**config.mk**
```make
export PLATFORM = sky130hd
export DESIGN_NAME = register_file
export DESIGN_NICKNAME = d
export VERILOG_FILES = /design/src/isa_pkg.sv /design/src/register_file.sv
export SDC_FILE = /design/constraint.sdc
export NUM_CORES = 1
export LEC_CHECK = 0
export ABC_CLOCK_PERIOD_IN_PS = 3850
export BUFFER_PORTS_ARGS = -buffer_cell sky130_fd_sc_hd__buf_4
export CORE_UTILIZATION = 65
export CTS_BUF_LIST = sky130_fd_sc_hd__clkbuf_16
export DETAILED_ROUTE_END_ITERATION = 8
export PLACE_DENSITY = 0.82
export SLEW_MARGIN = 20
export SYNTH_ARGS = -nofsm -noshare
export SYNTH_HDL_FRONTEND = slang
export SYNTH_SLANG_ARGS = --single-unit
```
**constraint.sdc**
```tcl
create_clock -name clk -period 3.85 [get_ports clk]
set_clock_uncertainty 0.15 [all_clocks]
set_input_delay 0.1925 -clock clk [delete_from_list [all_inputs] [get_ports clk]]
set_output_delay 0.1925 -clock clk [all_outputs]
set_load 0.03 [all_outputs]
```
**src/isa_pkg.sv**
```systemverilog
package isa_pkg;

  localparam int word_w      = 16;
  localparam int reg_idx_w   = 5;
  localparam int num_regs    = 32;
  localparam int instr_bytes = 4;  // opcode, reg, operand hi, operand lo
  localparam int led_w       = 8;

  // opcode byte values
  typedef enum logic [7:0] {
    op_jmp     = 8'd1,  // pc <= operand
    op_ram2reg = 8'd2,  // reg <= ram[operand]
    op_reg2ram = 8'd3,  // ram[operand] <= reg low byte
    op_num2reg = 8'd4   // reg <= operand
  } opcode_e;

  typedef logic [reg_idx_w-1:0] reg_idx_t;
  typedef logic [word_w-1:0]    word_t;
  typedef logic [led_w-1:0]     led_t;

  // sticky flag bits in led
  localparam int led_jmp   = 1;
  localparam int led_load  = 2;
  localparam int led_store = 3;
  localparam int led_num   = 4;

endpackage

```
**src/register_file.sv**
```systemverilog
`timescale 1ns/1ps

module register_file
  import isa_pkg::*;
(
  input  logic     clk,
  input  reg_idx_t rd_idx,
  input  logic     we,
  input  reg_idx_t wr_idx,
  input  word_t    wr_data,
  output word_t    rd_value
);

  word_t regs [num_regs];  // contents undefined until written

  // combinational read port
  assign rd_value = regs[rd_idx];

  always_ff @(posedge clk) begin
    if (we) begin
      regs[wr_idx] <= wr_data;
    end
  end

endmodule

```
# == Word-level counts from Yosys, hierarchy flattened ==
# Memory sizes are Yosys's and may differ from the RTL's.
# Cells that the tools add are included.
# word_totals
register_bits,0
ram_bits,512
in_bits,28
out_inout_bits,16
wordCells,3
mem_count,1
# memory_table
memory,words,word_bits,read_ports,rd_ports_with_merged_regs,write_ports,line,source
regs,32,16,1,0,1,register_file.sv:14,word_t regs [num_regs];
# classes
mux,2
# op_table
cell,count
two-way mux 1 bit,2

# == Longest topological paths before layout ==
# depth
depth_word,2
depth_mapped,8
depth_no_buf,5

# == Worst setup path before layout ==
# Ideal clock, no wire load.
# synth_timing
kind,input to register
start,input port wr_idx[1]
end,"memory regs[12][0] (netlist name), enable pin"
setup_time_ns,0.388
arrival_ns,1.544
required_ns,3.312
path_slack_ns,1.767
stages,3
path_buffers,1
cell_sequence,or3b_2 clkbuf_1 nor2_1
# synth_rtl
item,line,source
start: declaration,register_file.sv:9,"input reg_idx_t wr_idx,"
end: declaration,register_file.sv:14,
# No word-level cell before the write port.

# == Final worst setup path ==
# layout_timing
start,input port rd_idx[0]
end,output port rd_value[15]
# layout_via
elab_chain_len,1
# layout_rtl
item,line,source
start: declaration,register_file.sv:7,"input reg_idx_t rd_idx,"
memory read (32 x 16 bit),--,
end: declaration,register_file.sv:11,output word_t rd_value
# No other way between the ends.

==> metrics.sh <==
BUFFER_PORTS.INSERTED=43
FIN_NETS=1241
LARGEST_REG_FLOPS=512
WL_PER_CELL_UM=26.9
STATUS='finished clean'
HOLD_PATH_CLASS='input pin to flip-flop'
YS.WARNINGS.COUNT=0
POSTLAYOUTCOREUTIL_PCT=73.4
REPORT.FINAL.HOLD_VIOL_COUNT=0
SLEW_VIOLATIONS=0
SYNTHESIS.AREA_PER_INSTANCE_UM2=17.9
PLACEMENT.SETUP.WORST_SLACK_NS=1.14
DRV.MAX_CAP_VIOLATION_COUNT=0
NETLIST_AREA_UM2=20200
ARRIVAL_NS=2.45
NUM_ANTENNA_CELLS=0
GPL.FINAL_WEIGHTED_CONGESTION=0.814
CRITICAL_PATH_CLASS='input pin to output port'
REG_TOP3='regs x512'
DPL_CELL_AREA_UM2=20900
FINAL_COMMON_CELL='sky130_fd_sc_hd__edfxtp_1'
LAYOUT.CELL_AREA.NON_FILLER_UM2=22500
GRT_UTIL_ALL_LAYERS_PCT=28.5
FIRST_GLOBAL_VIAS=10300
FLOORPLAN.DIE_AREA_UM2=31800
TIMING.FINAL.CRIT_PERIOD_NS=2.80
SYNTH_NETS=1155
FP.DIEW_UM=178
DETAIL_ROUTE.FIRST_PASS.ITERATIONS=6
VIA_PER_INST=6.55
REL_SLEW_SLACK_PCT=23.4
SHARE_OF_SYNTHESIZED_AREA_OCCUPIED_BY_FLIP_FLOPS_AND_LATCHES_PCT=76.1
INITIAL_UTIL_PCT=66.1
TRITONCTS_NUM_SINKS=512
GRT_PASS1_WL_UM=64700
SYNTHCELLS=1127
CLK_PIN_SLEW_WORST_PATHS_NS=0.07
POSTROUTEANTENNANETS=0
MAX_STAGE_DELAY_NS=0.54
CRIT_PATH_FREQUENT_CELL='sky130_fd_sc_hd__buf_4'
CTS_BUFFER_DEPTH=3
CTS_POST_SETUP_BUFFERS_INSERTED=0
TOTAL_POWER_DIVIDED_BY_CELL_AREA_nW_PER_UM2=495
SETUP_VIOL_COUNT_FINAL=0
SYN2LAYOUT_AREA_GROWTH_PCT=11.1
DRT-INITIAL-DRC-COUNT=1500
CORE_UM2=30600
REGISTER_RANKED_FIRST_BY_FLIP_FLOP_COUNT='regs'
GRT_OVERFLOW_TOTAL=0
CRITPATHMAXFANOUT=71
ANTENNA_FOUND_INITIAL=0
PIN_COUNT=44
POWER.LEAKAGE_nW=7.92
FINAL_CELL_MIX='sky130_fd_sc_hd__edfxtp_1 (512), sky130_fd_sc_hd__mux2i_1 (256), sky130_fd_sc_hd__buf_4 (82)'
RSZ0062_AT_GRT='false'
SYNTH_CELL_TYPES=25
DR_TOTAL_VIAS=10800
START_KIND='input pin'
FRACTION_OF_THE_CYCLE_THE_FINAL_WORST_PATH_NEEDS_PCT=72.6
LIBRARY_CELL_USED_AS_CLOCK_ROOT_BUFFER='sky130_fd_sc_hd__clkbuf_16'
ROUTE.DETAILED.DRC=0
SETUP_TNS_NS=0
WORST_IR_DROP_VDD_mV=0.437
LARGEST_NET_DEGREE_AT_THE_START_OF_GLOBAL_ROUTING=72
DIE_H_UM=178
TIMING_WORST_SLEW_PIN_VALUE_NS=1.15
FIN_WS_NS=1.05
ROW_CNT=64
WORST_SETUP_PATH_END_KIND='output port'
POSTROUTEWIRELENGTH_UM=44200
CRITICAL-PATH-SLOWEST-CELL='sky130_fd_sc_hd__buf_8'
CTS_TREE='built'
CRIT_PATH_CELL_TRACE='buf_8 > buf_4 > mux2i_1 > a22oi_1 > a31oi_1 > nand3_1 > buf_4'
FINAL_LAYOUT_SIZE_SUFFIX_GT1_SHARE_PCT=12.6
REQUIRED_NS=3.51
CTS_MAX_LEVEL=2
SYNTH-SEQ-CELLS=512
CTS_INSERTED_BUFFERS=47
MAX_CLOCK_FREQ_MHz=358
POST_CTS_RESIZED=0
PLACE.DETAILED.HPWL_UM=25100
[metrics by stage]
step / hold slack (ns) / instances / total power [mW]
3_5_place_dp: 0.485 / 1544 / 7.00
3_3_place_gp: 0.482 / 1544 / 6.99
2_1_floorplan: 0.141 / 1127 / 6.74
4_1_cts: 0.228 / 1642 / 11.1
5_1_grt: 0.250 / 1642 / 11.4
6_report: 0.240 / 1642 / 11.1
[critical path, delay by kind of cell]
kind                   cells  cell delay (ns)
buffers and inverters      3             1.14
AO/OA/AOI/OAI              2             0.58
AND/OR/NAND/NOR            1             0.27
multiplexers               1             0.22
[where the power goes]
group          leakage (nW)  switching (mW)  internal, mW  total, mW
sequential             4.61          0.0161          6.20       6.22
combinational          2.59           0.463         0.230      0.694
clock                 0.719            1.88          2.34       4.22
[cell usage after synthesis (all sizes together)]
library cell | number | area, µm²
nand2 | 33 | 124
nor2b | 2 | 12.5
or3b | 3 | 26.3
a21oi | 32 | 160
or3 | 1 | 6.26
a22oi | 64 | 480
nand2b | 2 | 12.5
nor2 | 34 | 135
nor3 | 16 | 80.1
and2 | 1 | 6.26
nand3b | 5 | 37.5
nand4 | 16 | 100
a22o | 32 | 280
a31oi | 16 | 100
nand3 | 34 | 170
edfxtp | 512 | 15400
mux2i | 256 | 2560
clkbuf | 12 | 45.0
or2 | 1 | 6.26
buf | 55 | 495
[metal layers]
metal / global-route usage, % / vias up / wire length [µm]
li1: - / 4670 / -
met1: 42.2 / 5348 / 17400
met2: 44.3 / 663 / 21000
met3: 4.77 / 76 / 4620
met4: 8.02 / 0 / 1170
met5: 0 / - / 0
[repair_timing]
| item | 4_1_cts | 5_1_grt |
|---|---|---|
| endpoints found under the hold margin | 512 | 0 |
| endpoints found under the setup margin | 0 | 0 |
| hold buffers | 16 | 0 |
[cells by family after synthesis]
family | share of synthesized area [%]
mux | 12.7
compound gates | 5.05
buf+inv | 2.67
simple gates | 3.55
flops | 76.1
[area by class of cell]
type / count / area [µm²]
Clock buffer: 47 / 1180
Multi-Input combinational cell: 548 / 4320
Sequential cell: 512 / 15400
Timing Repair Buffer: 104 / 891
Clock inverter: 35 / 209
Tap cell: 396 / 495
Fill cell: 1762 / 8120
[path summary, 6_finish.rpt]
path       from            to  slack (ns)  cells after the start
min   wr_idx[2]    regs[5][7]        0.24                      4
max   rd_idx[0]  rd_value[15]        1.05                      7
(Power assumes the default switching activity.)
