==> src/program.hex <==
// program_ram image, one byte per hex pair, @ lines set the byte address
// code lines hold one instruction as opcode, register, operand high, operand low
@078
04 01 12 34  // r1 <= 0x1234
04 02 00 a5  // r2 <= 0x00a5
02 03 03 00  // r3 <= ram[0x300]
03 03 03 10  // ram[0x310] <= r3 low byte
03 01 03 11  // ram[0x311] <= r1 low byte
09 05 ff ff  // unknown opcode, no-op
03 02 03 12  // ram[0x312] <= r2 low byte
01 00 00 c8  // jump to second copy at 0x0c8
@0c8
04 04 be ef  // r4 <= 0xbeef
02 05 03 01  // r5 <= ram[0x301]
03 05 03 20  // ram[0x320] <= r5 low byte
03 04 03 21  // ram[0x321] <= r4 low byte
7f 00 00 00  // unknown opcode, no-op
02 26 03 11  // r6 <= ram[0x311], upper register bits ignored
03 06 03 22  // ram[0x322] <= r6 low byte
01 00 fc c8  // jump to 0x0c8, upper operand bits ignored
@300
c7 5a        // load data bytes

==> src/mem_pkg.sv <==
package mem_pkg;

  // memory geometry
  localparam int addr_w    = 10;
  localparam int data_w    = 8;
  localparam int mem_bytes = 1024;

  // byte address into the program/data RAM
  typedef logic [addr_w-1:0] addr_t;

  // one RAM byte
  typedef logic [data_w-1:0] byte_t;

  // first instruction fetched after reset
  localparam addr_t prog_start = addr_t'(120);

  // hex image loaded into the RAM at time zero
  localparam string mem_init_file = "/design/src/program.hex";

endpackage

==> src/isa_pkg.sv <==
package isa_pkg;

  localparam int word_w      = 16;
  localparam int reg_idx_w   = 5;
  localparam int num_regs    = 32;
  localparam int instr_bytes = 4;  // opcode, reg, operand hi, operand lo
  localparam int led_w       = 8;

  // opcode byte values
  typedef enum logic [7:0] {
    op_jmp     = 8'd1,  // pc <= operand
    op_ram2reg = 8'd2,  // reg <= ram[operand]
    op_reg2ram = 8'd3,  // ram[operand] <= reg low byte
    op_num2reg = 8'd4   // reg <= operand
  } opcode_e;

  typedef logic [reg_idx_w-1:0] reg_idx_t;
  typedef logic [word_w-1:0]    word_t;
  typedef logic [led_w-1:0]     led_t;

  // sticky flag bits in led
  localparam int led_jmp   = 1;
  localparam int led_load  = 2;
  localparam int led_store = 3;
  localparam int led_num   = 4;

endpackage

==> src/fetch_unit.sv <==
`timescale 1ns/1ps

module fetch_unit
  import mem_pkg::*;
  import isa_pkg::*;
(
  input  logic     clk,
  input  logic     rst,
  input  logic     fetch_issue,
  input  logic     byte_valid,
  input  logic     jump,
  input  addr_t    jump_target,
  input  byte_t    rd_data,
  output addr_t    pc,
  output opcode_e  opcode,
  output reg_idx_t reg_idx,
  output word_t    operand
);

  localparam int instr_w = instr_bytes * data_w;

  logic [instr_w-1:0] instr;  // byte 0 ends up in the top byte

  // program counter
  always_ff @(posedge clk) begin
    if (rst) begin
      pc <= prog_start;
    end else if (jump) begin
      pc <= jump_target;  // only in the execute cycle, which never overlaps a fetch
    end else if (fetch_issue) begin
      pc <= pc + addr_t'(1);
    end
  end

  // shift returning bytes in from the bottom
  always_ff @(posedge clk) begin
    if (byte_valid) begin
      instr <= {instr[instr_w-data_w-1:0], rd_data};
    end
  end

  // operand is big-endian
  assign opcode  = opcode_e'(instr[instr_w-1 -: data_w]);
  assign reg_idx = instr[instr_w-2*data_w +: reg_idx_w];  // upper bits of byte 1 ignored
  assign operand = instr[word_w-1:0];

endmodule

==> config.mk <==
export PLATFORM = sky130hd
export DESIGN_NAME = fetch_unit
export DESIGN_NICKNAME = d
export VERILOG_FILES = /design/src/mem_pkg.sv /design/src/isa_pkg.sv /design/src/fetch_unit.sv
export SDC_FILE = /design/constraint.sdc
export NUM_CORES = 1
export LEC_CHECK = 0
export CORE_MARGIN = 4
export CORE_UTILIZATION = 45
export CTS_CLUSTER_DIAMETER = 100
export CTS_CLUSTER_SIZE = 10
export DETAILED_ROUTE_END_ITERATION = 6
export DONT_BUFFER_PORTS = 1
export PLACE_DENSITY_LB_ADDON = 0.25
export SYNTH_ARGS = -nofsm -noshare
export SYNTH_HDL_FRONTEND = slang
export SYNTH_SLANG_ARGS = --single-unit
==> constraint.sdc <==
create_clock -name clk -period 3.1 [get_ports clk]
set_input_delay 0.155 -clock clk [delete_from_list [all_inputs] [get_ports clk]]
set_output_delay 0.155 -clock clk [all_outputs]
set_load 0.03 [all_outputs]
## After elaboration in Yosys (flattened, before gate mapping)

Cells that the tools add are included.

- Output and inout bits: 39
- Register bits after elaboration: 42
- Word-level logic and storage cells: 6

- Mux-type cells: 2
- Add/sub/neg operators: 1
- Reduce and logical (&&, ||, !) cells: 1

Operators by type and width:

| kind | count |
|---|---|
| $mux W10 | 2 |
| $add A10 B1 Y10 const B | 1 |
| $reduce_bool A2 Y1 | 1 |

## Logic depth before layout (Yosys ltp)

- Word-level depth: 3
- Depth in mapped cells: 5

## Worst setup path after synthesis

Ideal clock, no wire load.

- Path kind: reg-to-reg
- From: reg pc[0]
- To: reg pc[6]
- Data required time: 2.976 ns
- Stages on the path, launching flop included: 6
- Library setup time: 0.124 ns
- Arrival time: 1.252 ns
- Slack: 1.724 ns
- Path through: dfxtp_1 > ha_1 > nand2_1 > o21a_1 > nor3_1 > o21ai_0

- Longest elaborated chain between the ends: 3

Ends and longest elaborated chain:

| element | RTL line | RTL |
|---|---|---|
| start: declaration | fetch_unit.sv:14 | `output addr_t pc,` |
| start signal: assignment | fetch_unit.sv:27 | `pc <= prog_start;` |
| start signal: assignment | fetch_unit.sv:29 | `pc <= jump_target;` |
| start signal: assignment | fetch_unit.sv:31 | `pc <= pc + addr_t'(1);` |
| $add A10 B1 Y10 | fetch_unit.sv:31 |  |
| $mux W10 | fetch_unit.sv:30 | `end else if (fetch_issue) begin` |
| $mux W10 | fetch_unit.sv:28 | `end else if (jump) begin` |

Every way passes these cells. The select of a mux whose other input is x is not followed.
A chain may end at the register's enable or synchronous reset.

## Final worst setup path

Ends and elaborated chain as after synthesis.

==> results.py <==
metrics = {
    "outcome": {
        "status": "completed",
    },
    "critical_path": {
        "slowest_stage": "dfxtp_1",
        "critPathBufInv": 0,
        "max_stage_delay_ns": 0.65,
        "critical_path_depth": 5,
        "cp-end-kind": "register",
        "worstSetupStartpoint": "pc[0]",
        "timing.rr.end": "pc[6]",
        "worstReg2RegStart": "pc[0]",
        "worstPathMaxFanout": 7,
        "start_kind": "register",
        "rr_worst_depth": 5,
        "path_cells": "ha_1 > nand2_1 > o21a_1 > nor3_1 > o21ai_0",
        "cp_top_family": "flip-flops",
        "arrival_ns": 1.75,
        "cp-endpoint": "pc[6]",
        "crit_type": "reg2reg",
        "regToRegSetupSlack_ns": 1.52,
        "critPathRequiredTime_ns": 3.27,
    },
    "synthesis": {
        "mappedNetlistArea_um2": 1730,
        "synth_nets": 149,
        "yosysWarnings": 0,
        "yosysSeqAreaShare": 0.671,
        "ys_seq_elements": 42,
        "yosysUniqueCellTypes": 23,
        "syn_area_per_cell_um2": 13.9,
        "netlist_instances": 125,
    },
    "clocking": {
        "clk_pin_slew_ns": 0.08,
        "cts_sinks": 42,
        "numCtsBuffers": 5,
        "h-tree-depth": 2,
        "cts_buffer_depth": 2,
        "root_buffer": "clkbuf_8",
        "cts_tree": "yes",
        "ctsHoldBuffers": 14,
        "clk_latency_ns": 0.29,
        "cts_setup_buffers": 0,
        "cts_resized": 0,
    },
    "global_routing": {
        "grt_pass1_wl_mm": 4.75,
        "grt_usage": 0.125,
        "grt_pass1_vias": 876,
        "gr-total-overflow": 0,
        "antenna_found_initial": 0,
        "grt_start_max_net_pins": 33,
    },
    "routing": {
        "post_drt_wl_per_cell_um": 17.9,
        "drt_wl_total_mm": 2.92,
        "drc": 0,
        "postRouteAntennaNets": 0,
        "first_pass_iters": 4,
        "routed-via-count": 865,
        "vias_per_cell": 5.31,
        "drt_iter0_drc": 66,
    },
    "timing": {
        "worst_clock_skew_ns": 0.00826,
        "tns_ns": 0,
        "postLayoutSetupSlackWorst_ns": 1.52,
        "min_period_over_period": 0.511,
        "hold_viol": 0,
        "worstMarginPinSlew_ns": 0.514,
        "grt_setup_unrepaired": "false",
        "fmax_mhz": 632,
        "final-max-slew-violation-count": 0,
        "finalCriticalPeriod_ns": 1.58,
        "setup_viol": 0,
        "relSlewSlack": 0.657,
    },
    "cells_and_area": {
        "drive_gt1_frac": 0.0696,
        "area_growth_pct": 3.54,
        "antenna_cells": 0,
        "layout_common_cells": "edfxtp_1 (32), dlygate4sd3_1 (13), dfxtp_1 (10)",
        "post-route-cell-area_um2": 1790,
        "fin_util": 0.486,
        "fin_nets": 138,
        "layout_commonest_cell": "edfxtp_1",
    },
    "placed_design": {
        "gp_congestion": 0.731,
        "dp_slack_ns": 1.55,
        "placed_area_um2": 1560,
        "portBuffers": 0,
        "hpwlAfterDp_mm": 1.90,
    },
    "worst_hold_path": {
        "hold_class": "in2reg",
    },
    "pwr": {
        "powerDensity_nw_per_um2": 634,
        "ir_drop_v": 0.000335,
        "p_leak_uw": 0.000619,
    },
    "floorplanning": {
        "coreArea_um2": 3690,
        "io_pins": 62,
        "rows": 22,
        "chipWidth_um": 70.0,
        "initial_core_util": 0.469,
        "die_area_um2": 4900,
        "die_y_um": 70.0,
    },
    "flow_run": {
        "cap_violations": 0,
    },
}
-- per-layer routing --
metal  share of wire  up-vias  GRT usage  routed length (um)
met5               0        -          0                   0
met4          0.0058        0     0.0426                  17
met3            0.11        2     0.0691                 328
met2            0.48       53      0.185                1390
met1            0.40      414      0.154                1180
li1                -      396          -                   -
-- cells by family (layout without fill, tap and decap cells) --
group,after synthesis,in the layout,synth area share
and+or+nand+nor,26,26,0.0838
muxes,4,4,0.0231
DFF,42,42,0.671
buffers and inverters,33,23,0.138
xor gates and xnor gates,8,8,0.0405
AOI/OAI and AO/OA,11,11,0.0368
adders and majority gates,1,1,0.00722
-- stage by stage --
step,total power [uW],hold WS (ns),std cells
floorplan,809,0.227,125
global placement,783,0.229,141
detailed placement,786,0.232,141
CTS,1150,0.00131,163
global route,1180,0.0121,163
finish,1140,0.00939,163
-- cell usage after synthesis, drive strengths merged --
library cell,number,area share
xnor2,4,0.020
mux2i,4,0.023
o22ai,3,0.011
o21a,1,0.0043
dfxtp,10,0.12
a21oi,5,0.014
xor2,4,0.020
nor2b,1,0.0036
edfxtp,32,0.55
and3,2,0.0072
nand3b,1,0.0043
buf,32,0.14
nor3,2,0.0058
nand4,7,0.025
and4,1,0.0051
o211ai,1,0.0043
nor2,5,0.011
o21ai,1,0.0029
nand2,4,0.0087
inv,1,0.0022
nor3b,3,0.013
ha,1,0.0072
-- how the worst min path moves through the flow --
stage                    from     to  slack [ns]  depth (start not counted)
5_1_grt        jump_target[5]  pc[5]        0.01                          2
2_1_floorplan             rst  pc[0]        0.23                          1
3_3_place_gp              rst  pc[2]        0.23                          1
3_5_place_dp              rst  pc[0]        0.23                          1
6_report       jump_target[5]  pc[5]       0.009                          2
4_1_cts        jump_target[5]  pc[5]       0.001                          2
-- where the power goes --
group          switching (uW)  total (uW)  internal, uW  leakage (uW)
combinational            23.3        52.2          28.9      0.000178
sequential               96.1         745           649      0.000396
clock                     181         340           159     0.0000452
-- layout make-up --
class,instances,area [um^2]
fillers,328,1900
repair buffers,14,150
flip-flops and latches,42,1160
clock buffers,6,72.6
well taps,48,60.1
multi-input cells,50,332
clock inverters,2,13.8
inverters,1,3.75
-- flip-flops by register name (all words and copies together) (netlist names) --
register	flops
instr	32
pc	10
Note: power is estimated with default switching activity, not from simulation.
