[config.mk]
export PLATFORM = sky130hd
export DESIGN_NAME = cpu_control
export DESIGN_NICKNAME = d
export VERILOG_FILES = /design/src/mem_pkg.sv /design/src/isa_pkg.sv /design/src/cpu_control.sv
export SDC_FILE = /design/constraint.sdc
export NUM_CORES = 1
export LEC_CHECK = 0
export ABC_AREA = 1
export ABC_CLOCK_PERIOD_IN_PS = 1200
export CELL_PAD_IN_SITES_DETAIL_PLACEMENT = 1
export CELL_PAD_IN_SITES_GLOBAL_PLACEMENT = 2
export CORE_ASPECT_RATIO = 0.75
export CORE_MARGIN = 2
export CORE_UTILIZATION = 22
export DETAILED_ROUTE_END_ITERATION = 8
export DONT_BUFFER_PORTS = 1
export PLACE_DENSITY_LB_ADDON = 0.1
export SLEW_MARGIN = 20
export SYNTH_ARGS = -nofsm -noshare
export SYNTH_HDL_FRONTEND = slang
export SYNTH_SLANG_ARGS = --single-unit
[constraint.sdc]
create_clock -name clk -period 1.2 [get_ports clk]
set_clock_uncertainty 0.15 [all_clocks]
set_input_delay 0.24 -clock clk [delete_from_list [all_inputs] [get_ports clk]]
set_output_delay 0.24 -clock clk [all_outputs]
set_load 0.1 [all_outputs]
[src/program.hex]
// program_ram image, one byte per hex pair, @ lines set the byte address
// code lines hold one instruction as opcode, register, operand high, operand low
@078
04 01 12 34  // r1 <= 0x1234
04 02 00 a5  // r2 <= 0x00a5
02 03 03 00  // r3 <= ram[0x300]
03 03 03 10  // ram[0x310] <= r3 low byte
03 01 03 11  // ram[0x311] <= r1 low byte
09 05 ff ff  // unknown opcode, no-op
03 02 03 12  // ram[0x312] <= r2 low byte
01 00 00 c8  // jump to second copy at 0x0c8
@0c8
04 04 be ef  // r4 <= 0xbeef
02 05 03 01  // r5 <= ram[0x301]
03 05 03 20  // ram[0x320] <= r5 low byte
03 04 03 21  // ram[0x321] <= r4 low byte
7f 00 00 00  // unknown opcode, no-op
02 26 03 11  // r6 <= ram[0x311], upper register bits ignored
03 06 03 22  // ram[0x322] <= r6 low byte
01 00 fc c8  // jump to 0x0c8, upper operand bits ignored
@300
c7 5a        // load data bytes

[src/mem_pkg.sv]
package mem_pkg;

  // memory geometry
  localparam int addr_w    = 10;
  localparam int data_w    = 8;
  localparam int mem_bytes = 1024;

  // byte address into the program/data RAM
  typedef logic [addr_w-1:0] addr_t;

  // one RAM byte
  typedef logic [data_w-1:0] byte_t;

  // first instruction fetched after reset
  localparam addr_t prog_start = addr_t'(120);

  // hex image loaded into the RAM at time zero
  localparam string mem_init_file = "/design/src/program.hex";

endpackage

[src/isa_pkg.sv]
package isa_pkg;

  localparam int word_w      = 16;
  localparam int reg_idx_w   = 5;
  localparam int num_regs    = 32;
  localparam int instr_bytes = 4;  // opcode, reg, operand hi, operand lo
  localparam int led_w       = 8;

  // opcode byte values
  typedef enum logic [7:0] {
    op_jmp     = 8'd1,  // pc <= operand
    op_ram2reg = 8'd2,  // reg <= ram[operand]
    op_reg2ram = 8'd3,  // ram[operand] <= reg low byte
    op_num2reg = 8'd4   // reg <= operand
  } opcode_e;

  typedef logic [reg_idx_w-1:0] reg_idx_t;
  typedef logic [word_w-1:0]    word_t;
  typedef logic [led_w-1:0]     led_t;

  // sticky flag bits in led
  localparam int led_jmp   = 1;
  localparam int led_load  = 2;
  localparam int led_store = 3;
  localparam int led_num   = 4;

endpackage

[src/cpu_control.sv]
`timescale 1ns/1ps

module cpu_control
  import mem_pkg::*;
  import isa_pkg::*;
(
  input  logic     clk,
  input  logic     rst,
  input  addr_t    pc,
  input  opcode_e  opcode,
  input  reg_idx_t reg_idx,
  input  word_t    operand,
  input  byte_t    rd_data,
  input  word_t    rd_value,
  // RAM side
  output logic     rd_en,
  output addr_t    rd_addr,
  output logic     wr_en,
  output addr_t    wr_addr,
  output byte_t    wr_data,
  // fetch side
  output logic     fetch_issue,
  output logic     byte_valid,
  output logic     jump,
  output addr_t    jump_target,
  // register side
  output logic     reg_we,
  output reg_idx_t reg_wr_idx,
  output word_t    reg_wr_data,
  output led_t     led
);

  typedef enum logic [2:0] {
    st_fetch,         // one RAM read per instruction byte
    st_fetch_last,    // last byte returning
    st_exec,
    st_load_issue,    // data read for ram2reg
    st_load_capture
  } ctrl_state_e;

  localparam int cnt_w = $clog2(instr_bytes);
  localparam logic [cnt_w-1:0] last_byte = cnt_w'(instr_bytes - 1);

  ctrl_state_e       state;
  logic [cnt_w-1:0]  byte_cnt;
  logic              in_exec;
  addr_t             op_addr;

  assign in_exec = (state == st_exec);
  assign op_addr = operand[addr_w-1:0];  // physical address from low operand bits

  always_ff @(posedge clk) begin
    if (rst) begin
      state    <= st_fetch;
      byte_cnt <= '0;
    end else begin
      case (state)
        st_fetch: begin
          if (byte_cnt == last_byte) begin
            byte_cnt <= '0;
            state    <= st_fetch_last;
          end else begin
            byte_cnt <= byte_cnt + 1'b1;
          end
        end
        st_fetch_last: state <= st_exec;
        st_exec: begin
          if (opcode == op_ram2reg) begin
            state <= st_load_issue;
          end else begin
            state <= st_fetch;  // jump target already loaded into pc
          end
        end
        st_load_issue:   state <= st_load_capture;
        st_load_capture: state <= st_fetch;
        default:         state <= st_fetch;
      endcase
    end
  end

  // RAM read port, pc while fetching, operand for loads
  assign rd_en   = (state == st_fetch) || (state == st_load_issue);
  assign rd_addr = (state == st_load_issue) ? op_addr : pc;

  assign fetch_issue = (state == st_fetch);
  assign byte_valid  = ((state == st_fetch) && (byte_cnt != '0)) || (state == st_fetch_last);

  // store strobe from the low byte of the selected register
  assign wr_en   = in_exec && (opcode == op_reg2ram);
  assign wr_addr = op_addr;
  assign wr_data = rd_value[data_w-1:0];

  assign jump        = in_exec && (opcode == op_jmp);
  assign jump_target = op_addr;

  // register write, immediate in exec or loaded byte in capture
  assign reg_we      = (in_exec && (opcode == op_num2reg)) || (state == st_load_capture);
  assign reg_wr_idx  = reg_idx;
  assign reg_wr_data = (state == st_load_capture) ? word_t'(rd_data) : operand;

  // sticky opcode flags
  always_ff @(posedge clk) begin
    if (rst) begin
      led <= '0;
    end else if (in_exec) begin
      case (opcode)
        op_jmp:     led[led_jmp]   <= 1'b1;
        op_ram2reg: led[led_load]  <= 1'b1;
        op_reg2ram: led[led_store] <= 1'b1;
        op_num2reg: led[led_num]   <= 1'b1;
        default:    ;  // unknown opcode is a no-op
      endcase
    end
  end

endmodule

Word level (Yosys, flattened, before mapping). Cells that the tools add are included.

Flip-flop bits (word level): 9. Input port bits: 65. Output and inout port bits: 73. Word-level logic and storage cells: 36.

Add/sub/neg operators: 1. Eq/ne operators: 10. Multiplexer cells: 6. Reductions and logical operators: 13.

Operator list (count): $eq A8 B2 Y1 const B (2); $mux W16 (1); $pmux W3 S4 (1); $mux W10 (1); $eq A8 B1 Y1 const B (1); $eq A8 B3 Y1 const B (1); $reduce_and A2 Y1 (4); $eq A3 B2 Y1 const B (2); $logic_and A1 B1 Y1 (4); $mux W2 (2); $eq A3 B1 Y1 const B (1); $eq A3 B3 Y1 const B (1); $logic_not A3 Y1 (1); $logic_or A1 B1 Y1 (3); $mux W3 (1); $add A2 B1 Y2 const B (1); $eq A2 B2 Y1 const B (1); $ne A2 B1 Y1 const B (1); $reduce_bool A2 Y1 (1).

Longest topological paths before layout.
Word-level depth: 3. Mapped depth: 6. Mapped depth without buffers: 6.

Worst setup path before layout. OpenSTA, ideal clock, no wires.

Kind: flip-flop to output port. Start point: reg state[0]. End point: out rd_addr[3]. Arrival: 2775 ps. Data required time: 810 ps. Setup slack: -1965 ps. Cell stages (with the launch flop): 4. Path buffers: 1. Cells stage by stage: dfxtp_1 nand3_1 buf_2 o21ai_0.

Longest elaborated chain between the ends: 2.

Ends and longest elaborated chain: start, declared (RTL line cpu_control.sv:44) `ctrl_state_e state;`; start signal, assigned (RTL line cpu_control.sv:54) `state <= st_fetch;`; start signal, assigned (RTL line cpu_control.sv:61) `state <= st_fetch_last;`; start signal, assigned (RTL line cpu_control.sv:66) `st_fetch_last: state <= st_exec;`; $eq A3 B2 Y1 (RTL line cpu_control.sv:83) `assign rd_addr = (state == st_load_issue) ? op_addr : pc;`; $mux W10 (RTL line cpu_control.sv:83); end, declared (RTL line cpu_control.sv:17) `output addr_t rd_addr,`.

No other way between the ends.

Worst setup path after layout.
Start point: reg state[1]. End point: out reg_wr_data[3].

Longest elaborated chain between the ends: 2.

Ends and longest elaborated chain: $eq A3 B3 Y1 (RTL line cpu_control.sv:99) `assign reg_wr_data = (state == st_load_capture) ? word_t'(rd_data) : operand;`; $mux W16 (RTL line cpu_control.sv:99); end, declared (RTL line cpu_control.sv:29) `output word_t reg_wr_data,`.

No other way between the ends.

==> metrics.md <==
| Metric | Value |
|---|---|
| Dpl cells | `249` |
| Final net count | `274` |
| Reg-to-Reg Start | `state[1]$_SDFFE_PP0P_` |
| Final setup viols | `40` |
| Fin crit share | `1.48` |
| Internal Power | `0.00144 W` |
| Worst hold path class | `in2reg` |
| Cts bufs inserted | `3` |
| Via Count | `1,143` |
| Most common cell after layout, fill and taps aside | `buf_12` |
| First-pass GRT wire length | `5890 um` |
| Clk slew on worst S/H paths | `0.05 ns` |
| Number of max-cap violations | `0` |
| Largest buffer count on any clock path | `2` |
| Crit path capture type | `output pin` |
| # rows | `21` |
| Routability Congestion | `0.707` |
| Final HPWL DP | `2900 um` |
| Iter 0 DRT Violations | `11` |
| Lkg Pwr | `1.07 nW` |
| PwrDens | `1300 mW/mm2` |
| Switch share | `0.530` |
| Core area | `0.00447 mm2` |
| I/O Pins | `138` |
| Yosys warning count | `0` |
| Worst setup SP type | `flop` |
| Worst vdd ir | `2000 uV` |
| Clock power share | `0.117` |
| Post-Syn Area | `0.00103 mm2` |
| CTS tree | `built` |
| Worst Setup SP | `state[1]$_SDFFE_PP0P_` |
| Min-delay src | `rst` |
| Synthesized flop and latch total | `9` |
| Gate Count Post-Synth | `178` |
| Antenna violations before repair | `0` |
| Top cell type's share of synthesized area | `0.277` |
| Die H | `63.2 um` |
| Worst hold slack | `0.0293 ns` |
| Cell variety after synth | `17` |
| Post-Route WL | `3690 um` |
| Clk root buf | `clkbuf_8` |
| Commonest cells after routing, fill and taps aside | `38 x buf_12, 32 x inv_1, 19 x nand2_1, 19 x o21ai_4, 13 x buf_4` |
| DRC Markers | `0` |
| Comb pwr share | `0.759` |
| Final Instance Count excl. Fillers | `263` |
| Number of port buffers | `0` |
| Status | `finished with violations` |
| H-tree levels | `1` |
| Fillers | `493` |
| Sequential fraction of the synthesis area | `0.175` |
| Crit path DAT | `1.39 ns` |
| Psw | `0.00162 W` |
| Worst Path Required | `0.81 ns` |
| Share of cells above drive strength 1 | `0.655` |
| Synth area leader | `buf_4` |
| WS Path Type | `reg2out` |
| Die Area | `0.00524 mm2` |
| Grt total ovfl | `0` |
| Largest net degree at the start of global routing | `19` |
| Clock Sinks | `9` |
| Wire per inst | `14.0 um` |
| Post-route setup slack | `-0.578 ns` |
| Final antenna-violating net count | `0` |
| Starting Density | `0.230` |
| Final min period | `1.78 ns` |
| Later-pin clock latency in the skew report | `0.23 ns` |
| Final Hold Viols | `0` |
| First-pass DRT Iterations | `2` |
| Failing checks | `setup timing` |
| Vias in the first global route | `1,233` |
| RSZ-0062 raised after global routing | `yes` |
| Syn-to-layout area delta | `129%` |
| Crit-path max FO | `7` |
| Die W | `83.0 um` |
| All-Layer GR Usage | `0.136` |
| Reg power frac | `0.124` |
| Dominant cells by area after synthesis | `buf_4 28%, dfxtp_1 18%, nand2_1 13%, inv_1 12%, o21ai_1 6.8%` |
| Routed vias/inst | `4.35` |
| Pins over their slew limit | `0` |
| Ant. Diodes | `0` |
| Synth Area per Inst | `5.78 um2` |
| Highest Clock Rate | `562 MHz` |
## state kept, by name (all words and copies together) (netlist names)
signal    cells
byte_cnt      2
state         3
led           4
## power groups by stage
stage               logic, W  clock network (W)  registers (W)
finish               0.00232           0.000357       0.000380
global route         0.00242           0.000388       0.000385
CTS                  0.00230           0.000375       0.000379
detailed placement   0.00224                  0       0.000382
global placement     0.00221                  0       0.000378
floorplan            0.00196                  0       0.000391
## cells by family after synthesis
family	after synthesis	synth area share
buffers and inverters	77	0.423
and+or+nand+nor	61	0.235
AOI/OAI and AO/OA	28	0.139
DFF	9	0.175
adders and majority gates	2	0.0243
other	1	0.00365
## per-stage QoR
stage	setup TNS, ns	util	setup slack, ns	instance area (um2)	power [W]
final	-18.08	0.528	-0.578	2360	0.00306
after floorplan	-15.56	-	-0.640	1420	0.00235
after detailed placement	-10.71	0.455	-0.379	2030	0.00263
after global routing	-20.61	0.528	-0.641	2360	0.00319
after global placement	-9.65	0.455	-0.322	2030	0.00259
after CTS	-18.07	0.505	-0.589	2260	0.00305
## critical path, cell delays in order, from the launching register on
cell and delay [ns]:
dfxtp_2 0.34, nor2_2 0.05, nand2_2 0.09, inv_4 0.06
buf_12 0.15, buf_8 0.12, o21ai_4 0.15, buf_12 0.19
## final timing paths
kind / slack (ns) / cells after the start / endpoint
worst max register to register: -0.25 / 8 / led[4]$_SDFFE_PP0P_
worst min-delay path: 0.03 / 3 / state[0]$_SDFFE_PP0P_
worst min register to register: 0.33 / 2 / led[4]$_SDFFE_PP0P_
worst max-delay path: -0.58 / 7 / reg_wr_data[3]
## cell type report
cell class,instances,area [um2],share of cell area
Tap cell,57,71.3,0.0302
Multi-Input combinational cell,95,882,0.374
Sequential cell,9,189,0.0801
Inverter,35,141,0.0599
Clock buffer,3,41.3,0.0175
Timing Repair Buffer,63,1030,0.436
Clock inverter,1,5.00,0.00212
## Yosys cell counts
cell type,instances
inv_2,3
nor3_1,2
buf_2,3
o21ai_0,5
o21bai_1,1
nand2_1,36
nor2_1,16
buf_1,1
a21oi_1,8
inv_1,32
nand3_1,6
nor2_2,1
buf_4,38
dfxtp_1,9
conb_1,1
o21ai_1,14
ha_1,2
## metal layers
layer | up-vias | wire length [um] | global-route usage
met3 | 13 | 243 | 0.0367
met1 | 514 | 1410 | 0.151
met5 | - | 0 | 0
li1 | 552 | - | -
met4 | 0 | 46 | 0.0348
met2 | 64 | 1990 | 0.257
## repair_timing
item | 4_1_cts | 5_1_grt
cloned | 1 | 2
endpoints found under the hold margin | 7 | 0
resized for setup | 30 | 13
hold buffers | 1 | 0
pin swaps | 5 | 7
buffers inserted | 4 | 3
endpoints found under the setup margin | 38 | 40
Power figures use the tool's default switching activity.
